### config.mk
export PLATFORM = sky130hd
export DESIGN_NAME = SchedulerTop
export DESIGN_NICKNAME = d
export VERILOG_FILES = /design/src/hdl/SchedulerPkg.sv /design/src/hdl/WakeupSelectIf.sv /design/src/hdl/DestinationRam.sv /design/src/hdl/IssueQueueFreeList.sv /design/src/hdl/SourceTagMatrix.sv /design/src/hdl/IssueSelector.sv /design/src/hdl/SchedulerTop.sv
export SDC_FILE = /design/constraint.sdc
export NUM_CORES = 1
export LEC_CHECK = 0
export ABC_AREA = 1
export BUFFER_PORTS_ARGS = -buffer_cell sky130_fd_sc_hd__buf_4
export CAP_MARGIN = 15
export CORE_AREA = 2 2 127 129
export CTS_CLUSTER_DIAMETER = 100
export DETAILED_ROUTE_END_ITERATION = 8
export DIE_AREA = 0 0 129 131
export PLACE_DENSITY = 0.91
export SLEW_MARGIN = 20
export SYNTH_ARGS = -nofsm -noshare
export SYNTH_HDL_FRONTEND = slang
export SYNTH_SLANG_ARGS = --single-unit
### constraint.sdc
create_clock -name clk -period 14.5 [get_ports clk]
set_input_delay 2.9 -clock clk [delete_from_list [all_inputs] [get_ports clk]]
set_output_delay 2.9 -clock clk [all_outputs]
set_load 0.01 [all_outputs]
### src/hdl/SchedulerPkg.sv
`default_nettype none

package SchedulerPkg;

    // Issue queue geometry.
    localparam int ENTRY_NUM      = 8;
    localparam int DISPATCH_WIDTH = 2;

    // Physical register tag width.
    localparam int REG_TAG_WIDTH  = 5;

    // Bits needed to name one queue entry.
    localparam int INDEX_WIDTH    = 3;

    // Wide enough to count from zero up to a full queue.
    localparam int COUNT_WIDTH    = $clog2(ENTRY_NUM + 1);

    // Names one issue queue entry.
    typedef logic [INDEX_WIDTH-1:0] IqIndex;

    // Physical register tag; zero is the cleared value.
    typedef logic [REG_TAG_WIDTH-1:0] RegTag;

    // One bit per entry, used for free, valid and request vectors.
    typedef logic [ENTRY_NUM-1:0] EntryMask;

    // Number of entries, for free counts and lane counts.
    typedef logic [COUNT_WIDTH-1:0] EntryCount;

    // Destination table clear sweep after reset.
    typedef enum logic {
        SWEEP_IDLE,
        SWEEP_RUN
    } SweepState;

endpackage

`default_nettype wire

### src/hdl/WakeupSelectIf.sv
`default_nettype none

interface WakeupSelectIf import SchedulerPkg::*; ();

    // Dispatch write lanes.
    logic   write[DISPATCH_WIDTH];
    IqIndex writePtr[DISPATCH_WIDTH];
    RegTag  writeDstTag[DISPATCH_WIDTH];

    // Selected entry and its broadcast tag.
    IqIndex wakeupPtr;
    logic   wakeupValid;
    RegTag  wakeupDstTag;

    // High while the destination table is being cleared.
    logic   initBusy;

    modport FreeList (
        output write,
        output writePtr,
        input  wakeupValid,
        input  wakeupPtr,
        input  initBusy
    );

    modport DestinationRam (
        input  write,
        input  writePtr,
        input  writeDstTag,
        input  wakeupPtr,
        output wakeupDstTag,
        output initBusy
    );

    // The matrix also needs the pointer to retire the issued entry.
    modport Matrix (
        input  write,
        input  writePtr,
        input  wakeupValid,
        input  wakeupPtr,
        input  wakeupDstTag
    );

    modport Selector (
        output wakeupPtr,
        output wakeupValid
    );

endinterface

`default_nettype wire

### src/hdl/DestinationRam.sv
`default_nettype none

module DestinationRam import SchedulerPkg::*; (
    input logic clk,
    input logic rstN,
    WakeupSelectIf.DestinationRam port
);

    // Destination tag of each queue entry.
    RegTag tagTable[ENTRY_NUM];

    SweepState sweepState;
    IqIndex    sweepIndex;

    // Write lanes after the sweep has been merged in.
    logic   write[DISPATCH_WIDTH];
    IqIndex writePtr[DISPATCH_WIDTH];
    RegTag  writeData[DISPATCH_WIDTH];

    // Clear sweep walks every entry once after reset.
    always_ff @(posedge clk) begin
        if (!rstN) begin
            sweepState <= SWEEP_RUN;
            sweepIndex <= '0;
        end else if (sweepState == SWEEP_RUN) begin
            sweepIndex <= sweepIndex + 1'b1;
            if (sweepIndex == IqIndex'(ENTRY_NUM - 1)) begin
                sweepState <= SWEEP_IDLE;
            end
        end
    end

    always_comb begin
        port.initBusy = (sweepState == SWEEP_RUN);
    end

    // Sweep takes write port 0 and silences the other lanes.
    always_comb begin
        for (int lane = 0; lane < DISPATCH_WIDTH; lane++) begin
            write[lane]     = port.write[lane];
            writePtr[lane]  = port.writePtr[lane];
            writeData[lane] = port.writeDstTag[lane];
        end
        if (sweepState == SWEEP_RUN) begin
            for (int lane = 1; lane < DISPATCH_WIDTH; lane++) begin
                write[lane] = 1'b0;
            end
            write[0]     = 1'b1;
            writePtr[0]  = sweepIndex;
            writeData[0] = '0;
        end
    end

    always_ff @(posedge clk) begin
        for (int lane = 0; lane < DISPATCH_WIDTH; lane++) begin
            if (write[lane]) begin
                tagTable[writePtr[lane]] <= writeData[lane];
            end
        end
    end

    // Asynchronous read, so the tag leaves with the issue pulse.
    always_comb begin
        port.wakeupDstTag = tagTable[port.wakeupPtr];
    end

endmodule

`default_nettype wire

### src/hdl/IssueQueueFreeList.sv
`default_nettype none

module IssueQueueFreeList import SchedulerPkg::*; (
    input  logic clk,
    input  logic rstN,
    input  logic dispatchValid[DISPATCH_WIDTH],
    output logic dispatchStall,
    WakeupSelectIf.FreeList port
);

    // One bit per entry, set when the entry can take a new op.
    EntryMask  freeMask;
    EntryMask  freeNext;
    EntryMask  remaining;
    EntryCount freeCount;
    EntryCount validCount;
    IqIndex    allocPtr[DISPATCH_WIDTH];

    // Lowest free entries handed out to the valid lanes in lane order.
    always_comb begin
        remaining = freeMask;
        for (int lane = 0; lane < DISPATCH_WIDTH; lane++) begin
            allocPtr[lane] = '0;
            for (int i = ENTRY_NUM - 1; i >= 0; i--) begin
                if (remaining[i]) begin
                    allocPtr[lane] = IqIndex'(i);
                end
            end
            if (dispatchValid[lane]) begin
                remaining[allocPtr[lane]] = 1'b0;
            end
        end
    end

    always_comb begin
        freeCount  = '0;
        validCount = '0;
        for (int i = 0; i < ENTRY_NUM; i++) begin
            freeCount = freeCount + EntryCount'(freeMask[i]);
        end
        for (int lane = 0; lane < DISPATCH_WIDTH; lane++) begin
            validCount = validCount + EntryCount'(dispatchValid[lane]);
        end
        dispatchStall = port.initBusy || (freeCount < validCount);
    end

    always_comb begin
        freeNext = freeMask;
        for (int lane = 0; lane < DISPATCH_WIDTH; lane++) begin
            port.write[lane]    = dispatchValid[lane] && !dispatchStall;
            port.writePtr[lane] = allocPtr[lane];
            if (port.write[lane]) begin
                freeNext[allocPtr[lane]] = 1'b0;
            end
        end
        // The issued entry is never among the ones just allocated.
        if (port.wakeupValid) begin
            freeNext[port.wakeupPtr] = 1'b1;
        end
    end

    always_ff @(posedge clk) begin
        if (!rstN) begin
            freeMask <= '1;
        end else begin
            freeMask <= freeNext;
        end
    end

endmodule

`default_nettype wire

### src/hdl/SourceTagMatrix.sv
`default_nettype none

module SourceTagMatrix import SchedulerPkg::*; (
    input  logic     clk,
    input  logic     rstN,
    input  RegTag    srcTagA[DISPATCH_WIDTH],
    input  RegTag    srcTagB[DISPATCH_WIDTH],
    input  logic     srcReadyA[DISPATCH_WIDTH],
    input  logic     srcReadyB[DISPATCH_WIDTH],
    output EntryMask requests,
    WakeupSelectIf.Matrix port
);

    // Control state per entry.
    EntryMask valid;
    EntryMask readyA;
    EntryMask readyB;

    // Source tags per entry.
    RegTag tagA[ENTRY_NUM];
    RegTag tagB[ENTRY_NUM];

    EntryMask validNext;
    EntryMask readyANext;
    EntryMask readyBNext;
    RegTag    tagANext[ENTRY_NUM];
    RegTag    tagBNext[ENTRY_NUM];

    always_comb begin
        validNext  = valid;
        readyANext = readyA;
        readyBNext = readyB;
        tagANext   = tagA;
        tagBNext   = tagB;

        // Issued entry leaves the queue.
        if (port.wakeupValid) begin
            validNext[port.wakeupPtr] = 1'b0;
        end

        // New ops from the dispatch lanes.
        for (int lane = 0; lane < DISPATCH_WIDTH; lane++) begin
            if (port.write[lane]) begin
                validNext[port.writePtr[lane]]  = 1'b1;
                tagANext[port.writePtr[lane]]   = srcTagA[lane];
                tagBNext[port.writePtr[lane]]   = srcTagB[lane];
                readyANext[port.writePtr[lane]] = srcReadyA[lane];
                readyBNext[port.writePtr[lane]] = srcReadyB[lane];
            end
        end

        // Broadcast compare also covers ops written this cycle.
        if (port.wakeupValid) begin
            for (int i = 0; i < ENTRY_NUM; i++) begin
                if (validNext[i] && tagANext[i] == port.wakeupDstTag) begin
                    readyANext[i] = 1'b1;
                end
                if (validNext[i] && tagBNext[i] == port.wakeupDstTag) begin
                    readyBNext[i] = 1'b1;
                end
            end
        end
    end

    always_ff @(posedge clk) begin
        if (!rstN) begin
            valid  <= '0;
            readyA <= '0;
            readyB <= '0;
        end else begin
            valid  <= validNext;
            readyA <= readyANext;
            readyB <= readyBNext;
        end
    end

    always_ff @(posedge clk) begin
        tagA <= tagANext;
        tagB <= tagBNext;
    end

    always_comb begin
        requests = valid & readyA & readyB;
    end

endmodule

`default_nettype wire

### src/hdl/IssueSelector.sv
`default_nettype none

module IssueSelector import SchedulerPkg::*; (
    input EntryMask requests,
    WakeupSelectIf.Selector port
);

    // Index of the lowest set bit, zero when none is set.
    function automatic IqIndex lowestSet(input EntryMask mask);
        IqIndex index;
        index = '0;
        for (int i = ENTRY_NUM - 1; i >= 0; i--) begin
            if (mask[i]) begin
                index = IqIndex'(i);
            end
        end
        return index;
    endfunction

    // Oldest-first is not tracked; lowest index wins.
    always_comb begin
        port.wakeupValid = |requests;
        port.wakeupPtr   = lowestSet(requests);
    end

endmodule

`default_nettype wire

### src/hdl/SchedulerTop.sv
`default_nettype none

module SchedulerTop import SchedulerPkg::*; (
    input  logic   clk,
    input  logic   rstN,
    input  logic   dispatchValid[DISPATCH_WIDTH],
    input  RegTag  dispatchDstTag[DISPATCH_WIDTH],
    input  RegTag  srcTagA[DISPATCH_WIDTH],
    input  RegTag  srcTagB[DISPATCH_WIDTH],
    input  logic   srcReadyA[DISPATCH_WIDTH],
    input  logic   srcReadyB[DISPATCH_WIDTH],
    output logic   dispatchStall,
    output logic   initBusy,
    output logic   issueValid,
    output IqIndex issueEntry,
    output RegTag  issueDstTag
);

    EntryMask requests;

    WakeupSelectIf wakeupSelect();

    // Destination tags go straight into the table lanes.
    always_comb begin
        for (int lane = 0; lane < DISPATCH_WIDTH; lane++) begin
            wakeupSelect.writeDstTag[lane] = dispatchDstTag[lane];
        end
    end

    DestinationRam destinationRam (
        .clk  (clk),
        .rstN (rstN),
        .port (wakeupSelect)
    );

    IssueQueueFreeList freeList (
        .clk           (clk),
        .rstN          (rstN),
        .dispatchValid (dispatchValid),
        .dispatchStall (dispatchStall),
        .port          (wakeupSelect)
    );

    SourceTagMatrix matrix (
        .clk       (clk),
        .rstN      (rstN),
        .srcTagA   (srcTagA),
        .srcTagB   (srcTagB),
        .srcReadyA (srcReadyA),
        .srcReadyB (srcReadyB),
        .requests  (requests),
        .port      (wakeupSelect)
    );

    IssueSelector selector (
        .requests (requests),
        .port     (wakeupSelect)
    );

    // Issue outputs.
    always_comb begin
        initBusy    = wakeupSelect.initBusy;
        issueValid  = wakeupSelect.wakeupValid;
        issueEntry  = wakeupSelect.wakeupPtr;
        issueDstTag = wakeupSelect.wakeupDstTag;
    end

endmodule

`default_nettype wire

== Word level (Yosys, flattened, before mapping) ==
Memories as Yosys holds them, arrays and structs flattened.
Index checks and enable logic that the tools add are counted.
W data, S select, Z words.

* Add/sub/neg operators: 9
* Order comparisons: 11
* Equal/unequal tests: 17
* Mux-type cells: 84
* Bitwise operators: 13
* Reduce and logical (&&, ||, !) cells: 26

{| class="wikitable"
|+ Operator list
! operator !! count
|-
| $bwmux W40 || 4
|-
| $mux W40 || 4
|-
| $mux W8 || 13
|-
| $eq A5 B5 Y1 || 16
|-
| $mux W3 || 25
|-
| $and A8 B8 Y8 || 5
|-
| $bwmux W8 || 4
|-
| $demux W5 S3 || 2
|-
| $mux W1 || 25
|-
| $add A4 B1 Y4 || 6
|-
| $not A8 Y8 || 3
|-
| $or A8 B8 Y8 || 3
|-
| $logic_and A1 B1 Y1 || 23
|-
| $mux W5 || 3
|-
| $lt A3 B4 Y1 const B || 3
|-
| $demux W1 S3 || 3
|-
| $ge A3 B1 Y1 const B || 3
|-
| $ge A4 B4 Y1 const B || 2
|-
| $lt A4 B1 Y1 const B || 2
|-
| $not A3 Y4 || 2
|-
| $reduce_or A8 Y1 || 1
|-
| $add A1 B1 Y2 || 2
|-
| $lt A4 B4 Y1 || 1
|-
| $add A3 B1 Y3 const B || 1
|-
| 4 further kinds || 4
|}

* Flip-flop bits (word level): 116
* RAM bits: 40
* Output and inout bits: 11
* Logic and storage cells: 183
* Memories: 1

{| class="wikitable"
|+ Memories
! memory !! depth !! bits a word !! read ports !! clocked after memory_dff !! wr ports !! line !! source
|-
| destinationRam.tagTable || 8 || 5 || 1 || 0 || 2 || DestinationRam.sv:10 || <nowiki>RegTag tagTable[ENTRY_NUM];</nowiki>
|}

== Logic depth before layout (Yosys ltp) ==
Gate-level depths: netlist of run 1.

* Depth after elaboration: 34
* Mapped depth: 27
* Depth with buffers taken out: 25

== By module ==
From an unflattened synthesis of run 1, not the netlist that was laid out.

* Cell total of the unflattened synthesis: 1982
* Area total of the unflattened synthesis: 11419.7 µm²

{| class="wikitable"
|+ Modules (own cells, without submodules)
! module !! times used !! cells each !! area each (µm²) !! seq. area each (µm²)
|-
| SourceTagMatrix || 1 || 1444 || 7648.6 || 2082.0
|-
| DestinationRam || 1 || 346 || 2658.8 || 1281.2
|-
| IssueQueueFreeList || 1 || 170 || 1013.5 || 160.2
|-
| IssueSelector || 1 || 22 || 98.8 || 0.0
|}

== Worst setup path after synthesis of run 1 ==
OpenSTA, ideal clock, no wires.

* Path kind: in2out
* Start point: input port dispatchValid[0] (netlist name)
* End point: output port dispatchStall
* Arrival: 3.721 ns
* Required time: 11.600 ns
* Slack: 7.879 ns
* Stages: 6
* Path through: ha_1 -> inv_1 -> ha_1 -> a21oi_1 -> o2111ai_1 -> nand2_1

* Longest elaborated chain between the ends: 3

{| class="wikitable"
|+ Ends and longest elaborated chain
! item !! line !! source
|-
| from (decl) || SchedulerTop.sv:6 || <nowiki>input logic dispatchValid[DISPATCH_WIDTH],</nowiki>
|-
| $add A1 B1 Y2 || IssueQueueFreeList.sv:42 || <nowiki>validCount = validCount + EntryCount'(dispatchValid[lane]);</nowiki>
|-
| $lt A4 B4 Y1 || IssueQueueFreeList.sv:44 || <nowiki>dispatchStall = port.initBusy || (freeCount < validCount);</nowiki>
|-
| $logic_or A1 B1 Y1 || IssueQueueFreeList.sv:44 ||
|-
| to (decl) || SchedulerTop.sv:12 || <nowiki>output logic dispatchStall,</nowiki>
|}

Every way passes these cells.

== Worst setup path in the final report of run 1 ==
* Start point: register matrix.readyB[6]
* End point: output port issueDstTag[4]

* Longest elaborated chain between the ends: 9

{| class="wikitable"
|+ Ends and longest elaborated chain
! item !! line !! source
|-
| from (decl) || SourceTagMatrix.sv:17 || <nowiki>EntryMask readyB;</nowiki>
|-
| from (signal assigned) || SourceTagMatrix.sv:73 || <nowiki>readyB <= readyBNext;</nowiki>
|-
| $and A8 B8 Y8 || SourceTagMatrix.sv:83 || <nowiki>requests = valid & readyA & readyB;</nowiki>
|-
| $mux W3 (7 in a row) || IssueSelector.sv:13 || <nowiki>if (mask[i]) begin</nowiki>
|-
| $mem_v2 Z8 W5 || - ||
|-
| to (decl) || SchedulerTop.sv:16 || <nowiki>output RegTag issueDstTag</nowiki>
|}

Every way passes these cells.

==> reports/qor.txt, run 1 <==
Leak - 5.402 nW
CP max FO - 21
Routed Antenna Nets - 0
Post-synth ARST share - 0
First-pass DRT Iterations - 6
clock sinks - 156
ys flop type - dfxtp_1
Arr. time, crit path - 4.46 ns
CTS buffer count - 17
Port Buffer Count - 48
CP most frequent cell - nand2_1
max-cap violations - 0
# setup viols final - 0
Worst Skew - 0.01446 ns
max-slew violations - 0
P per Cell Area - 94.02 mW/mm2
Via density - 6.096
setup repair bufs after CTS - 0
global-route total usage across every layer - 0.3792
Synthesis Warnings - 0
post-synthesis sequential element count - 156
clock buffer depth - 2
leading cell type in the layout, fill and taps excluded - nand2_1
Synth Cell Area - 0.01022 mm2
WS Path Type - reg2out
CP bufs+invs - 3
Die Wd - 129 um
share of post-route cells with drive strength above 1 - 0.07525
crit-path leading delay family - simple AND/OR/NAND/NOR gates
worst-path cell chain - nand3_1 > nand4_1 > nand2_1 > nand2_1 > nand2_1 > nand3_1 > nand2_1 > inv_2 > nand3_1 > nand2_1 > nor2_1 > and3_1 > clkinv_1 > buf_4
global-route wire length before repair - 49500 um
Worst-Skew Late Latency - 0.44 ns
Worst Max-Slew Pin Slew - 1.110 ns
slowest cell on the critical path - clkinv_1
post-synth net total - 1670
Hold Fails Final Rpt - 0
worst slack, placed - 7.544 ns
Req. time, crit path - 11.60 ns
largest net degree at the start of global routing - 63
Synth cell types - 38
Top Ports - 49
CTS Hold Bufs - 0
most frequent cells in the layout - nand2_1 (545), nand3_1 (242), o21ai_0 (145)
final worst setup slack - 7.139 ns
Syn Area/Cell - 6.305 um2
Tmin final - 7.361 ns
Finished Core Util - 0.7059
final instance area - 0.01101 mm2
PostCTS Resize Cnt - 0
Final nets - 1644
FMAX - 135.8 MHz
total number of vias - 11120
Area Overhead vs Synth - 7.725%
die area - 0.01690 mm2
gpl congestion - 0.9194
post-DP HPWL - 20480 um
FP Rows - 46
Seq/Total Area, Yosys - 0.3447
initial antenna violation count - 0
Min-Delay Path Class - reg2reg
DRC - 0
# diodes - 0
peak supply drop - 0.07967 mV
area of placed instances - 0.01044 mm2
Routed WL - 31370 um
Slew HR - 0.2578
CTS H-tree depth - 4
total power - 1.035 mW
CP endpoint kind - primary output
per-cell routed wire length - 17.20 um
Post-synth EDFFs - 40
Root Buffer - clkbuf_16
clock-pin slew on the worst setup and hold paths - 0.07 ns
CTS tree - done
Die Ht - 131 um
gr ovfl total - 0
starting density of the core - 0.6553
vias in the first global route - 9930
RSZ-0062 raised after global routing - no
Mapped Cells - 1621
status - completed
max incr delay on CP - 0.82 ns
initial drt markers - 1623
Final Cycle Share - 0.5077
core box area - 0.01560 mm2
setup TNS - 0 ns
CP startpoint kind - flip-flop
==> final cells by class <==
| type | instances | area, um2 |
|---|---|---|
| multi-input cells | 1210 | 5660 |
| repair buffers | 55 | 412.9 |
| well taps | 216 | 270.3 |
| fillers | 1302 | 4587 |
| clock buffers | 17 | 425.4 |
| clock inverters | 15 | 136.4 |
| flip-flops and latches | 156 | 3523 |
| inverters | 155 | 581.8 |
==> path summary, 6_finish.rpt <==
| path | slack [ns] | end | start | depth (start not counted) |
|---|---|---|---|---|
| worst max-delay path | 7.14 | issueDstTag[4] | matrix.readyB[6] | 14 |
| worst min-delay path | 0.50 | destinationRam.sweepIndex[0] | destinationRam.sweepIndex[0] | 2 |
| worst max register to register | 8.29 | matrix.readyB[3] | freeList.freeMask[1] | 24 |
| worst min register to register | 0.50 | destinationRam.sweepIndex[0] | destinationRam.sweepIndex[0] | 2 |
==> through the flow <==
step,std cells,hold slack [ns]
global route,1824,0.5275
finish,1824,0.4981
floorplan,1621,0.4631
CTS,1824,0.4982
detailed placement,1792,0.4889
global placement,1792,0.4757
==> power breakdown <==
| part | internal (mW) | total (mW) | switching, mW | leakage (nW) |
|---|---|---|---|---|
| clock | 0.238 | 0.437 | 0.199 | 0.273 |
| sequential | 0.457 | 0.461 | 0.00343 | 1.35 |
| combinational | 0.0400 | 0.137 | 0.0971 | 3.78 |
==> state kept, by name (all words and copies together) (netlist names) <==
signal	cells
matrix.readyA	8
matrix.tagA	40
destinationRam.tagTable	40
matrix.readyB	8
matrix.valid	8
freeList.freeMask	8
destinationRam.sweepIndex	3
destinationRam.port.initBusy	1
matrix.tagB	40
==> per-layer routing <==
metal / vias up / share of wire / global-route usage
met2: 769 / 0.44 / 0.5938
met3: 169 / 0.12 / 0.08103
met5: - / 0 / 0
met4: 0 / 0.067 / 0.2468
li1: 5252 / - / -
met1: 4930 / 0.37 / 0.4767
==> synth_stat cells, drive strengths merged, types with 7 or more instances <==
| master | count | share of area |
|---|---|---|
| a21oi | 26 | 0.013 |
| and2 | 8 | 0.0049 |
| buf | 41 | 0.023 |
| clkbuf | 59 | 0.022 |
| clkinv | 7 | 0.0026 |
| dfxtp | 116 | 0.23 |
| edfxtp | 40 | 0.12 |
| ha | 7 | 0.0086 |
| inv | 148 | 0.054 |
| nand2 | 554 | 0.21 |
| nand3 | 249 | 0.13 |
| nand4 | 52 | 0.032 |
| nor2 | 110 | 0.045 |
| o211ai | 11 | 0.0081 |
| o21a | 19 | 0.014 |
| o21ai | 150 | 0.073 |
==> worst min-delay path, cell delays in order, from the launching register on <==
cell     delay, ns
dfxtp_1       0.33
nand2_1       0.07
a21oi_1       0.06
==> logic make-up after synthesis <==
family          share of synthesized area
compound gates                     0.1159
xor+xnor                        0.0008571
fa+ha+maj                         0.01640
buf+inv                            0.1020
flops                              0.3447
simple gates                       0.4201
(Power assumes the default switching activity.)
==> inputs of run 2 (changes only) <==
--- a/config.mk
+++ b/config.mk
@@ -8,11 +8,11 @@
 export ABC_AREA = 1
 export BUFFER_PORTS_ARGS = -buffer_cell sky130_fd_sc_hd__buf_4
 export CAP_MARGIN = 15
-export CORE_AREA = 2 2 127 129
+export CORE_AREA = 2 2 131 133
 export CTS_CLUSTER_DIAMETER = 100
 export DETAILED_ROUTE_END_ITERATION = 8
-export DIE_AREA = 0 0 129 131
-export PLACE_DENSITY = 0.91
+export DIE_AREA = 0 0 133 135
+export PLACE_DENSITY = 0.86
 export SLEW_MARGIN = 20
 export SYNTH_ARGS = -nofsm -noshare
 export SYNTH_HDL_FRONTEND = slang
==> constraint.sdc (replaced) <==
create_clock -name clk -period 7.3 [get_ports clk]
set_input_delay 1.46 -clock clk [delete_from_list [all_inputs] [get_ports clk]]
set_output_delay 1.46 -clock clk [all_outputs]
set_load 0.01 [all_outputs]
==> run 2 against run 1 <==
Compared with the run above:
- routed wire length rose by 6.0%
- combinational power rose by 110%
- sequential share of layout area barely moved
- register-to-register slack got worse by 6.9 ns
- non-clock buffer count rose by 4
- sequential power rose by 99%
- critical path type unchanged
- cell area rose by 0.12%
- clock power rose by 92%
- clock skew fell by 0.0035 ns
- cell count rose by 0.44%
==> reports/qor.txt, run 2 (synthesis gave the netlist of run 1 again) <==
status - completed
# setup viols final - 0
share of post-route cells with drive strength above 1 - 0.07630
Worst Skew - 0.01094 ns
Top Ports - 49
CP startpoint kind - flip-flop
initial drt markers - 1664
gr ovfl total - 0
Worst-Skew Late Latency - 0.43 ns
CP most frequent cell - nand2_1
Port Buffer Count - 48
CTS Hold Bufs - 0
PostCTS Resize Cnt - 0
starting density of the core - 0.6230
Area Overhead vs Synth - 7.859%
Tmin final - 6.048 ns
CP bufs+invs - 3
# diodes - 0
worst slack, placed - 1.543 ns
max incr delay on CP - 0.89 ns
largest net degree at the start of global routing - 56
CTS tree - done
global-route wire length before repair - 51820 um
Via density - 6.070
Routed Antenna Nets - 0
core box area - 0.01641 mm2
setup repair bufs after CTS - 0
Arr. time, crit path - 4.59 ns
post-DP HPWL - 21960 um
gpl congestion - 0.9741
RSZ-0062 raised after global routing - no
Routed WL - 33270 um
DRC - 0
Leak - 5.418 nW
Slew HR - 0.2627
final worst setup slack - 1.252 ns
max-cap violations - 0
First-pass DRT Iterations - 8
vias in the first global route - 9939
per-cell routed wire length - 18.16 um
Req. time, crit path - 5.84 ns
total number of vias - 11120
clock-pin slew on the worst setup and hold paths - 0.07 ns
max-slew violations - 0
peak supply drop - 0.1786 mV
Final Cycle Share - 0.8285
initial antenna violation count - 0
worst-path cell chain - nand3_1 > nand4_1 > nand2_1 > nand2_1 > nand2_1 > nand3_1 > nand2_1 > nand2_1 > inv_1 > nand2_1 > nand2_1 > nor2_1 > and3_1 > clkinv_1 > buf_4
Root Buffer - clkbuf_16
Placed Instances - 1800
CP max FO - 21
clock sinks - 156
Hold Fails Final Rpt - 0
FP Rows - 47
Worst Max-Slew Pin Slew - 1.103 ns
Die Wd - 133 um
clock buffer depth - 2
CTS H-tree depth - 4
crit-path leading delay family - simple AND/OR/NAND/NOR gates
global-route total usage across every layer - 0.3705
FMAX - 165.3 MHz
final std cells w/o fill - 1832
Die Ht - 135 um
Final nets - 1648
die area - 0.01796 mm2
slowest cell on the critical path - clkinv_1
setup TNS - 0 ns
Min-Delay Path Class - reg2reg
P per Cell Area - 185.0 mW/mm2
CP endpoint kind - primary output
most frequent cells in the layout - nand2_1 (545), nand3_1 (243), o21ai_0 (145)
CTS buffer count - 17
leading cell type in the layout, fill and taps excluded - nand2_1
WS Path Type - reg2out
-- run 2: cell types whose count changed in the layout (fill, tap and decap cells not counted) --
| cell | previous run | this run |
|---|---|---|
| clkinv_1 | 9 | 10 |
| clkbuf_8 | 0 | 1 |
| inv_6 | 5 | 6 |
| inv_8 | 0 | 1 |
| bufinv_16 | 1 | 0 |
| nand3_1 | 242 | 243 |
| buf_4 | 55 | 59 |
| clkinv_2 | 1 | 2 |
| clkinv_4 | 5 | 2 |
| nand3_2 | 6 | 5 |
| clkinvlp_4 | 0 | 1 |
| clkinvlp_2 | 2 | 0 |
-- run 2: final cells by class --
type | count | area, um2
Multi-Input combinational cell | 1210 | 5655
Fill cell | 1463 | 5383
Sequential cell | 156 | 3523
Inverter | 155 | 581.8
Timing Repair Buffer | 59 | 442.9
Clock buffer | 18 | 439.2
Tap cell | 220 | 275.3
Clock inverter | 14 | 106.4
-- run 2: report_power, final --
group / internal (mW) / switching (mW) / total, mW
Sequential: 0.909 / 0.00732 / 0.916
Combinational: 0.0806 / 0.202 / 0.283
Clock: 0.450 / 0.391 / 0.841
-- run 2: final timing paths --
check / start / to / slack [ns] / cells past startpoint
worst min register to register: destinationRam.sweepIndex[0] / destinationRam.sweepIndex[0] / 0.50 / 2
worst max register to register: freeList.freeMask[1] / destinationRam.tagTable[1][2] / 1.44 / 18
worst min-delay path: destinationRam.sweepIndex[0] / destinationRam.sweepIndex[0] / 0.50 / 2
worst max-delay path: matrix.valid[6] / issueDstTag[4] / 1.25 / 15
-- run 2: worst reg2reg max path, delay by kind of cell (launching register included) --
family | cells | cell delay, ns
AOI/OAI and AO/OA | 3 | 0.64
DFF | 1 | 0.41
adders and majority gates | 6 | 2.38
and+or+nand+nor | 5 | 1.62
buffers and inverters | 4 | 0.45
-- run 2: routing by layer --
metal | global-route usage | up-vias | wire length (um)
li1 | - | 5259 | -
met1 | 0.4809 | 4911 | 12750
met2 | 0.5711 | 775 | 14180
met3 | 0.08596 | 175 | 4339
met4 | 0.2103 | 0 | 1990
met5 | 0 | - | 0
-- run 2: metrics by stage --
stage               area, um2  hold slack [ns]  power (mW)  utilization
floorplan               10220           0.4631       1.104            -
global placement        10480           0.4771       1.197       0.6387
detailed placement      10480           0.4874       1.201       0.6387
CTS                     11020           0.4966       2.022       0.6719
global route            11020           0.5146       2.080       0.6719
finish                  11020           0.4958       2.040       0.6719
